==> config.mk <==
export PLATFORM = sky130hd
export DESIGN_NAME = fetch_queue
export DESIGN_NICKNAME = d
export VERILOG_FILES = /design/src/hdl/cpu_pkg.sv /design/src/hdl/instr_decoder.sv /design/src/hdl/fetch_queue.sv
export VERILOG_INCLUDE_DIRS = /design/src /design/src/include
export SDC_FILE = /design/constraint.sdc
export NUM_CORES = 1
export LEC_CHECK = 0
export ABC_AREA = 0
export CAP_MARGIN = 20
export CORE_MARGIN = 5
export CORE_UTILIZATION = 60
export DETAILED_ROUTE_END_ITERATION = 10
export DONT_BUFFER_PORTS = 1
export GPL_ROUTABILITY_DRIVEN = 0
export PLACE_DENSITY_LB_ADDON = 0.08
export SYNTH_ARGS = -nofsm -noshare
export SYNTH_HDL_FRONTEND = slang
export SYNTH_HIERARCHICAL = 1
export SYNTH_SLANG_ARGS = --single-unit
==> constraint.sdc <==
create_clock -name clk -period 9.05 [get_ports clk]
set_clock_uncertainty 0.15 [all_clocks]
set_input_delay 1.81 -clock clk [delete_from_list [all_inputs] [get_ports clk]]
set_output_delay 1.81 -clock clk [all_outputs]
set_load 0.01 [all_outputs]
==> src/include/cpu_macros.svh <==
`ifndef CPU_MACROS_SVH
`define CPU_MACROS_SVH

// lanes that can issue in one cycle.
`define ISSUE_NUM 2

// stages between EX and WB, the last one registers the product.
`define MUL_PIPE_DEPTH 2

// queue entries, which is also the credit count the sender starts with.
`define FETCH_QUEUE_DEPTH 8

`define REG_NUM 32

`endif

==> src/hdl/cpu_pkg.sv <==
`default_nettype none

package cpu_pkg;

	typedef logic [4:0]  reg_addr_t;
	typedef logic [31:0] uint32_t;

	localparam logic [5:0] OPC_SPECIAL = 6'h00;
	localparam logic [5:0] OPC_ADDI    = 6'h08;  // immediate is sign-extended.
	localparam logic [5:0] OPC_ORI     = 6'h0d;  // immediate is zero-extended.

	localparam logic [5:0] FUNCT_ADD = 6'h20;
	localparam logic [5:0] FUNCT_SUB = 6'h22;
	localparam logic [5:0] FUNCT_AND = 6'h24;
	localparam logic [5:0] FUNCT_OR  = 6'h25;
	localparam logic [5:0] FUNCT_XOR = 6'h26;
	localparam logic [5:0] FUNCT_MUL = 6'h18;

	typedef enum logic [2:0] {
		OP_NOP,
		OP_ADD,
		OP_SUB,
		OP_AND,
		OP_OR,
		OP_XOR,
		OP_MUL
	} alu_op_e;

	typedef struct packed {
		logic [5:0] opcode;
		reg_addr_t  rs1;
		reg_addr_t  rs2;
		reg_addr_t  rd;
		logic [4:0] unused;
		logic [5:0] funct;
	} r_fmt_t;

	typedef struct packed {
		logic [5:0]  opcode;
		reg_addr_t   rs1;
		reg_addr_t   rd;
		logic [15:0] imm;
	} i_fmt_t;

	// the same 32 bits, read as register or immediate format.
	typedef union packed {
		r_fmt_t r_fmt;
		i_fmt_t i_fmt;
	} instr_word_u;

	typedef struct packed {
		reg_addr_t rs1;
		reg_addr_t rs2;
		reg_addr_t rd;
		alu_op_e   op;
		uint32_t   imm;
		logic      uses_imm;
		logic      is_mul;
	} decoded_instr_t;

	typedef struct packed {
		logic           valid;
		instr_word_u    instr;
		decoded_instr_t decoded;
	} fetch_entry_t;

	typedef struct packed {
		logic           valid;
		decoded_instr_t decoded;
		uint32_t        reg1;
		uint32_t        reg2;
	} pipeline_decode_t;

	typedef struct packed {
		logic           valid;
		decoded_instr_t decoded;
		uint32_t        result;
	} pipeline_exec_t;

	typedef struct packed {
		logic      valid;
		reg_addr_t rd;
		uint32_t   wdata;
	} pipeline_memwb_t;

endpackage

`default_nettype wire

==> src/hdl/instr_decoder.sv <==
`timescale 1ns/1ps
`default_nettype none

module instr_decoder(
	input  cpu_pkg::instr_word_u    instr,
	output cpu_pkg::decoded_instr_t decoded_instr
);
	import cpu_pkg::*;

	logic known;

	always_comb begin
		decoded_instr = '0;
		known = 1'b1;
		case (instr.r_fmt.opcode)
			OPC_SPECIAL: begin
				decoded_instr.rs1 = instr.r_fmt.rs1;
				decoded_instr.rs2 = instr.r_fmt.rs2;
				decoded_instr.rd  = instr.r_fmt.rd;
				case (instr.r_fmt.funct)
					FUNCT_ADD: decoded_instr.op = OP_ADD;
					FUNCT_SUB: decoded_instr.op = OP_SUB;
					FUNCT_AND: decoded_instr.op = OP_AND;
					FUNCT_OR:  decoded_instr.op = OP_OR;
					FUNCT_XOR: decoded_instr.op = OP_XOR;
					FUNCT_MUL: decoded_instr.op = OP_MUL;
					default:   known = 1'b0;
				endcase
			end
			OPC_ADDI: begin
				decoded_instr.rs1 = instr.i_fmt.rs1;
				decoded_instr.rd  = instr.i_fmt.rd;
				decoded_instr.op  = OP_ADD;
				decoded_instr.imm = {{16{instr.i_fmt.imm[15]}}, instr.i_fmt.imm};
				decoded_instr.uses_imm = 1'b1;
			end
			OPC_ORI: begin
				decoded_instr.rs1 = instr.i_fmt.rs1;
				decoded_instr.rd  = instr.i_fmt.rd;
				decoded_instr.op  = OP_OR;
				decoded_instr.imm = {16'h0000, instr.i_fmt.imm};
				decoded_instr.uses_imm = 1'b1;
			end
			default: known = 1'b0;
		endcase
		decoded_instr.is_mul = (decoded_instr.op == OP_MUL);
		if (!known)
			decoded_instr = '0;  // a NOP reads nothing and writes r0.
	end

endmodule

`default_nettype wire

==> src/hdl/fetch_queue.sv <==
`timescale 1ns/1ps
`default_nettype none
`include "cpu_macros.svh"

module fetch_queue(
	input  logic                                   clk,
	input  logic                                   rst_n,
	input  logic                                   instr_valid,
	input  cpu_pkg::uint32_t                       instr,
	output cpu_pkg::fetch_entry_t [`ISSUE_NUM-1:0] fetch_entry,
	input  logic [$clog2(`ISSUE_NUM+1)-1:0]        issue_num,
	output logic [$clog2(`ISSUE_NUM+1)-1:0]        credit_return
);
	import cpu_pkg::*;

	localparam int PTR_W = $clog2(`FETCH_QUEUE_DEPTH);  // pointers wrap, so depth is a power of two.
	localparam int CNT_W = $clog2(`FETCH_QUEUE_DEPTH + 1);

	instr_word_u      mem_instr   [`FETCH_QUEUE_DEPTH];
	decoded_instr_t   mem_decoded [`FETCH_QUEUE_DEPTH];
	decoded_instr_t   push_decoded;
	logic [PTR_W-1:0] head;
	logic [PTR_W-1:0] tail;
	logic [CNT_W-1:0] count;

	instr_decoder i_decoder(
		.instr         ( instr        ),
		.decoded_instr ( push_decoded )
	);

	always_ff @(posedge clk) begin
		if (instr_valid) begin
			mem_instr[tail]   <= instr;
			mem_decoded[tail] <= push_decoded;
		end
	end

	always_ff @(posedge clk) begin
		if (!rst_n) begin
			head          <= '0;
			tail          <= '0;
			count         <= '0;
			credit_return <= '0;
		end else begin
			head          <= head + PTR_W'(issue_num);
			tail          <= tail + PTR_W'(instr_valid);
			count         <= count + CNT_W'(instr_valid) - CNT_W'(issue_num);
			credit_return <= issue_num;  // one credit back per popped entry.
		end
	end

	for (genvar i = 0; i < `ISSUE_NUM; i++) begin : gen_head
		assign fetch_entry[i].valid   = (count > CNT_W'(i));
		assign fetch_entry[i].instr   = mem_instr[head + PTR_W'(i)];
		assign fetch_entry[i].decoded = mem_decoded[head + PTR_W'(i)];
	end

	// the sender only pushes while it holds a credit.
	a_no_overflow: assert property (@(posedge clk) disable iff (!rst_n)
		instr_valid |-> count < CNT_W'(`FETCH_QUEUE_DEPTH));

	a_pop_within_count: assert property (@(posedge clk) disable iff (!rst_n)
		CNT_W'(issue_num) <= count);

endmodule

`default_nettype wire

==> results.yml, run 1 <==
drt:
  wl_per_cell_microns: 32.32
  first_pass_iters: 5
  drtAntennaViolNets: 0
  drcViolationCount: 0
  drt_wl_total_microns: 69880
  drt_iter0_markers: 1219
  num_vias: 14920
  vias_per_cell: 6.903
timing:
  drv_slew: 0
  period_minus_slack_ps: 5651
  tns_ps: 0
  period_share: 0.6245
  hold_viol_final: 0
  setup_slack_ps: 3399
  slew_headroom: 0.2198
  hold_slack_ps: 469.3
  max_freq_ghz: 0.1769
  max_slew.worst_pin.slew_ps: 1160
  finalSetupViolations: 0
  grt_setup_unrepaired: "false"
synth:
  synthSimpleGateAreaFrac: 0.01347
  synth_edf_count: 672
  ys_warn_count: 6
  synth.area.mux_share: 0.3007
  synth_top_area_frac: 0.6408
  synthTopCellsByArea: "edfxtp_1, mux4_2, mux2_2"
  synth_adder_area_share: 0.005642
  synth-seq-cells: 684
  synthesis.area_sq_um: 31490
  syn_avg_cell_area_sq_um: 22.12
  synth.net_count: 1474
  synth_cells: 1424
  yosys.area.top_type: "edfxtp_1"
  synthArstFlopShare: 0
  synth_compound_area_frac: 0.006436
  netlist-cell-type-count: 43
  synthXorXnorAreaFrac: 0.001112
  synth-seq-area-share: 0.6484
  synth_flop_cell: "edfxtp_1"
  synth_top_family_by_area: "multiplexers"
pwr:
  max-vdd-ir-drop_mv: 0.1995
  power_frac_clock: 0.365
  p_sw_frac: 0.2478
  power_frac_seq: 0.451
  powerDensity_nw_per_um2: 230.7
  internal-power_mw: 5.961
  p_sw_mw: 1.964
  p_leak_nw: 10.59
  comb_power_share: 0.183
layout:
  syn_to_final_growth_pct: 9.086
  final_cell_area_sq_um: 34350
  seq_area_sq_um: 20430
  final_cell_mix: "edfxtp_1, mux4_2, mux2_2"
  fin_nets: 1467
  multi_input_area_sq_um: 10400
  drive_above_1_share: 0.4460
  mostFrequentLayoutCell: "edfxtp_1"
  nFillCells: 3328
clocking:
  cts_resized: 0
  cts_num_sinks: 684
  cts-root-buf: "clkbuf_16"
  post_cts_buffers: 0
  clkTransAtPathRegs_ps: 50
  insertion_delay_ps: 600
  cts_tree: "yes"
  cts_max_level: 3
  cts_buffers: 71
  cts_hold_buf: 0
  cts_buffer_depth: 3
placed_design:
  portBuffers: 0
  dp_hpwl_microns: 39170
  place_ws_ps: 3857
  placed_cell_area_sq_um: 32010
setup_path:
  reg2reg_slack_ps: 5850
  required_ps: 7090
  r2r_start: "tail[2]"
  cp_data_arrival_time_ps: 3690
  critPathLaunchType: "register"
  crit_path_end_kind: "output pin"
  critical_path_class: "register to output pin"
  crit_start: "head[1]"
  worstPathMaxFanout: 56
grt:
  grt_max_degree: 147
  antenna_found_initial: 1
  grt_pass1_vias: 15670
  grt-ovfl-total: 0
  grt_pass1_wl_microns: 103500
  grt_usage: 0.2465
floorplan:
  ios: 209
  core_area_sq_um: 52240
  die_y_microns: 239.1
  die_area_sq_um: 57170
  fp.dieW_microns: 239.1
  rows: 84
  initial_core_util: 0.6029
worst_hold_path:
  hp-class: "register to register"
  min_from: "head[0]"
outcome:
  status: "finished, final reports clean"
run:
  drv_cap: 0
==> registers in the layout (all words and copies together) (netlist names) <==
signal	cells
tail	3
mem_instr	256
mem_decoded	416
head	3
credit_return	2
count	4
==> layer usage <==
| metal | track usage | vias up | wire length, microns |
|---|---|---|---|
| li1 | - | 6164 | - |
| met1 | 0.3268 | 8175 | 26420 |
| met2 | 0.4169 | 504 | 36630 |
| met3 | 0.06634 | 81 | 5520 |
| met4 | 0.05914 | 0 | 1308 |
| met5 | 0 | - | 0 |
==> final timing paths <==
| path | to | cells past startpoint |
|---|---|---|
| min reg2reg | head[0] | 2 |
| min | head[0] | 2 |
| max | fetch_entry[53] | 4 |
| max reg2reg | mem_decoded[4][23] | 4 |
==> Yosys cell counts (all sizes together) (3+ instances only) <==
cell type  instances
nor3               4
and2              26
a21boi             5
nor2               8
ha                11
a21oi              5
buf              102
mux4             336
or3                3
and3               6
inv               11
a21o               3
clkbuf            11
edfxtp           672
nor2b              4
a32o               5
mux2             168
dfxtp             12
nand2              6
nand2b             7
==> critical path, cell delays in order, from the launching register on <==
cell	delay, ps
dfxtp_4	520
buf_4	710
buf_4	840
mux4_2	600
mux2_2	330
==> kinds of logic (layout without fill, tap and decap cells) <==
family / count (synthesis) / after routing
AOI/OAI and AO/OA: 24 / 24
xor gates and xnor gates: 4 / 4
adders and majority gates: 13 / 13
buffers and inverters: 124 / 173
DFF: 684 / 684
muxes: 505 / 505
other: 0 / 1
and+or+nand+nor: 70 / 70
==> final cells by class <==
type,count,share of cell area
repair buffers,33,0.008887
clock buffers,96,0.05656
multi-input cells,616,0.3026
well taps,688,0.02506
inverters,11,0.001202
flip-flops and latches,684,0.5947
clock inverters,33,0.01089
diodes,1,0.00007284
==> power by group through the flow <==
stage	clock, mW	combinational, mW	sequential (mW)
floorplan	0	1.18	3.63
global placement	0	1.47	3.64
detailed placement	0	1.48	3.64
CTS	2.96	1.49	3.58
global route	3.11	1.55	3.58
finish	2.90	1.45	3.58
==> stage by stage <==
step / utilization / instances / total power [mW]
CTS: 0.6571 / 2160 / 8.022
finish: 0.6577 / 2162 / 7.925
floorplan: - / 1424 / 4.818
global placement: 0.6127 / 2031 / 5.106
global route: 0.6576 / 2161 / 8.236
detailed placement: 0.6127 / 2031 / 5.124
Power figures use the tool's default switching activity.
==> run 2: changes to the inputs <==
Clock period 9.05 ns to 5.43 ns, I/O delays scaled along.
==> results.yml, run 2 (synthesized netlist as in run 1, its figures left out) <==
pwr:
  p_leak_nw: 10.69
  powerDensity_nw_per_um2: 382.6
  max-vdd-ir-drop_mv: 0.2602
setup_path:
  reg2reg_slack_ps: 2790
  critical_path.cell_chain: "ha_4, buf_4, mux4_2, mux2_2"
  cp_data_arrival_time_ps: 2950
  critPathLaunchType: "register"
  critical_path_class: "register to output pin"
  crit_path_end_kind: "output pin"
  critPathSlowestCell: "ha_4"
  max_stage_delay_ps: 720
  worstPathMaxFanout: 32
  required_ps: 4190
clocking:
  clkTransAtPathRegs_ps: 60
  cts_resized: 0
  cts_tree: "yes"
  cts_max_level: 3
  insertion_delay_ps: 590
  cts-root-buf: "clkbuf_16"
  cts_hold_buf: 0
  post_cts_buffers: 0
  cts_num_sinks: 684
  cts_buffers: 72
  cts_buffer_depth: 3
grt:
  grt_pass1_wl_microns: 103700
  grt_usage: 0.2475
  antenna_found_initial: 1
  grt_pass1_vias: 15670
  grt-ovfl-total: 0
  grt_max_degree: 149
layout:
  largest_register_ffs: 416
  syn_to_final_growth_pct: 9.630
  multi_input_area_sq_um: 10410
  seq_area_sq_um: 20430
  fin_nets: 1479
  regMostFlops: "mem_decoded"
  drive_above_1_share: 0.4496
  mostFrequentLayoutCell: "edfxtp_1"
  nFillCells: 3265
  reg_top3: "mem_decoded x416, mem_instr x256, count x4"
  final_cell_mix: "edfxtp_1, mux4_2, mux2_2"
  utilization: 0.6610
timing:
  hold_viol_final: 0
  drv_slew: 0
  slew_headroom: 0.3206
  max_freq_ghz: 0.2389
  period_minus_slack_ps: 4187
  period_share: 0.7710
  grt_setup_unrepaired: "false"
  tns_ps: 0
  finalSetupViolations: 0
  max_slew.worst_pin.slew_ps: 1019
drt:
  num_vias: 14880
  first_pass_iters: 5
  drt_iter0_markers: 1193
  drt_wl_total_microns: 69650
  drcViolationCount: 0
  drtAntennaViolNets: 0
  vias_per_cell: 6.837
  wl_per_cell_microns: 31.99
floorplan:
  initial_core_util: 0.6029
  ios: 209
  fp.dieW_microns: 239.1
  die_y_microns: 239.1
  rows: 84
  die_area_sq_um: 57170
  core_area_sq_um: 52240
placed_design:
  dp_hpwl_microns: 40730
  portBuffers: 0
run:
  drv_cap: 0
worst_hold_path:
  hp-class: "input pin to register"
outcome:
  status: "finished, final reports clean"
run 2: cell types whose count changed in the layout (fill, tap and decap cells not counted), moves of 2 or more:
cell	before	now
clkbuf_16	73	77
buf_4	29	31
clkinv_2	4	12
buf_12	3	12
clkbuf_8	3	1
nor3_2	2	0
clkinvlp_4	4	0
clkbuf_1	20	24
bufinv_16	8	5
nor3_4	0	2
inv_6	4	2
run 2: layer usage:
layer  vias to the layer above  share of wire  global-route usage
li1                       6186              -                   -
met1                      8091           0.39              0.3396
met2                       521           0.51              0.4134
met3                        84          0.077             0.05526
met4                         2          0.021             0.06329
met5                         -        0.00014                   0
run 2: final timing paths:
kind,startpoint,endpoint,cells past startpoint
worst max-delay path,head[0],fetch_entry[110],4
worst min-delay path,instr[14],mem_instr[3][14],0
worst max register to register,tail[2],mem_decoded[6][26],3
worst min register to register,tail[1],tail[1],2
run 2: cell type report:
type / instances / share of cell area
Inverter: 11 / 0.001196
Clock inverter: 31 / 0.007900
Clock buffer: 102 / 0.05882
Sequential cell: 684 / 0.5918
Antenna cell: 1 / 0.00007248
Timing Repair Buffer: 44 / 0.01384
Tap cell: 688 / 0.02493
Multi-Input combinational cell: 616 / 0.3015
run 2: worst max-delay path: cells and delay by family (launching register included):
kind	cells	cell delay (ps)
muxes	2	850
DFF	1	370
adders and majority gates	1	720
buffers and inverters	1	360
run 2: where the power goes:
group	switching [mW]	total (mW)	internal (mW)
logic	1.28	2.47	1.18
registers	0.0560	5.95	5.90
clock network	1.94	4.79	2.85
total	3.28	13.2	9.93
run 2: per-stage QoR:
stage | instance area, sq um | power [mW] | worst slack, ps | hold slack [ps] | instances
after floorplan | 31500 | 8.023 | 35.10 | 420.5 | 1424
after global placement | 32190 | 8.558 | 1823 | 448.2 | 2041
after detailed placement | 32210 | 8.577 | 1818 | 452.1 | 2042
after CTS | 34520 | 13.36 | 1156 | 389.8 | 2175
after global routing | 34520 | 13.73 | 1082 | 399.2 | 2176
final | 34530 | 13.21 | 1243 | 425.3 | 2177
==> run 3: changes to the inputs <==
Clock period 5.43 ns to 4.1 ns, I/O delays scaled along.
==> results.yml, run 3 (synthesized netlist as in run 1, its figures left out) <==
grt:
  grt_max_degree: 149
  grt-ovfl-total: 0
  grt_pass1_wl_microns: 104200
  grt_pass1_vias: 15970
  grt_usage: 0.2477
  antenna_found_initial: 2
pwr:
  finalPower_mw: 17.58
  max-vdd-ir-drop_mv: 0.4791
  p_leak_nw: 10.69
  powerDensity_nw_per_um2: 507.8
timing:
  period_share: 0.9254
  hold_slack_ps: 162.2
  grt_setup_unrepaired: "false"
  tns_ps: 0
  drv_slew: 0
  period_minus_slack_ps: 3794
  setup_slack_ps: 305.9
  slew_headroom: 0.2827
  hold_viol_final: 0
  max_freq_ghz: 0.2636
  max_slew.worst_pin.slew_ps: 1076
  finalSetupViolations: 0
placed_design:
  dp_hpwl_microns: 39230
  place_ws_ps: 871.0
  placed_cell_area_sq_um: 32260
  portBuffers: 0
  dp_cells: 2040
drt:
  vias_per_cell: 6.925
  wl_per_cell_microns: 32.09
  top_layer_used: "met4"
  wl_met3_microns: 5830
  drt_wl_total_microns: 69700
  drt_iter0_markers: 1305
  dr_wl_met2_microns: 35730
  m1WireLength_microns: 26800
  first_pass_iters: 5
  drcViolationCount: 0
  drtAntennaViolNets: 0
  num_vias: 15040
clocking:
  cts_tree: "yes"
  cts-root-buf: "clkbuf_16"
  cts_resized: 0
  clkTransAtPathRegs_ps: 60
  cts_hold_buf: 0
  cts_max_level: 3
  cts_buffers: 72
  insertion_delay_ps: 590
  post_cts_buffers: 0
  cts_num_sinks: 684
  cts_buffer_depth: 3
setup_path:
  worstPathMaxFanout: 33
  critical_path_class: "register to output pin"
  crit_path_end_kind: "output pin"
  critPathLaunchType: "register"
  critical_path.cell_chain: "ha_4, buf_12, buf_4, mux4_2, mux2_2"
  critPathSlowestCell: "ha_4"
  cp_data_arrival_time_ps: 2820
  required_ps: 3130
  max_stage_delay_ps: 600
layout:
  largest_register_ffs: 416
  num_antenna_cells: 0
  syn_to_final_growth_pct: 9.901
  nFillCells: 3322
  regMostFlops: "mem_decoded"
  drive_above_1_share: 0.4488
  fin_cells: 2172
  final_cell_mix: "edfxtp_1, mux4_2, mux2_2"
  fin_nets: 1476
  mostFrequentLayoutCell: "edfxtp_1"
  final_cell_area_sq_um: 34610
  reg_top3: "mem_decoded x416, mem_instr x256, count x4"
  utilization: 0.6626
floorplan:
  core_area_sq_um: 52240
  ios: 209
  rows: 84
  fp.dieW_microns: 239.1
  initial_core_util: 0.6029
  die_area_sq_um: 57170
  die_y_microns: 239.1
outcome:
  status: "finished, final reports clean"
worst_hold_path:
  hp-class: "input pin to register"
run:
  drv_cap: 0
[run 3: changes by cell type in the layout (fill, tap and decap cells not counted), moves of 2 or more]
cell        previous run  this run
buf_4                 31        24
clkinv_1              12        24
clkinv_2              12         8
clkinvlp_4             0         3
clkbuf_1              24        11
buf_12                12        17
bufinv_16              5         7
[run 3: layer usage]
layer / global-route usage / up-vias
li1: - / 6184
met3: 0.06437 / 84
met4: 0.06329 / 0
met5: 0 / -
met1: 0.3392 / 8234
met2: 0.4076 / 540
[run 3: final timing paths]
| path | cells past startpoint | from | endpoint | slack [ps] |
|---|---|---|---|---|
| setup / recovery | 5 | head[0] | fetch_entry[160] | 310 |
| hold / removal | 0 | instr[14] | mem_instr[0][14] | 160 |
| setup reg to reg | 3 | tail[0] | mem_decoded[7][8] | 1850 |
| hold reg to reg | 2 | tail[1] | tail[1] | 470 |
[run 3: worst max-delay path, delay by kind of cell, from the launching register on]
family | cells | cell delay (ps)
adder cells (fa/ha/maj) | 1 | 600
buffers and inverters | 2 | 580
flip-flops | 1 | 380
multiplexers | 2 | 650
[run 3: power by group]
| group | switching, mW | internal [mW] | total [mW] |
|---|---|---|---|
| clock network | 2.58 | 3.85 | 6.42 |
| registers | 0.0756 | 7.81 | 7.88 |
| logic | 1.71 | 1.56 | 3.27 |
[run 3: final cells by class]
type                    instances  area [sq um]  area share
flip-flops and latches        684         20430      0.5903
multi-input cells             616         10410      0.3007
clock buffers                  88          1968     0.05687
well taps                     688         860.8     0.02487
repair buffers                 41         520.5     0.01504
clock inverters                44         380.4     0.01099
inverters                      11         41.29    0.001193
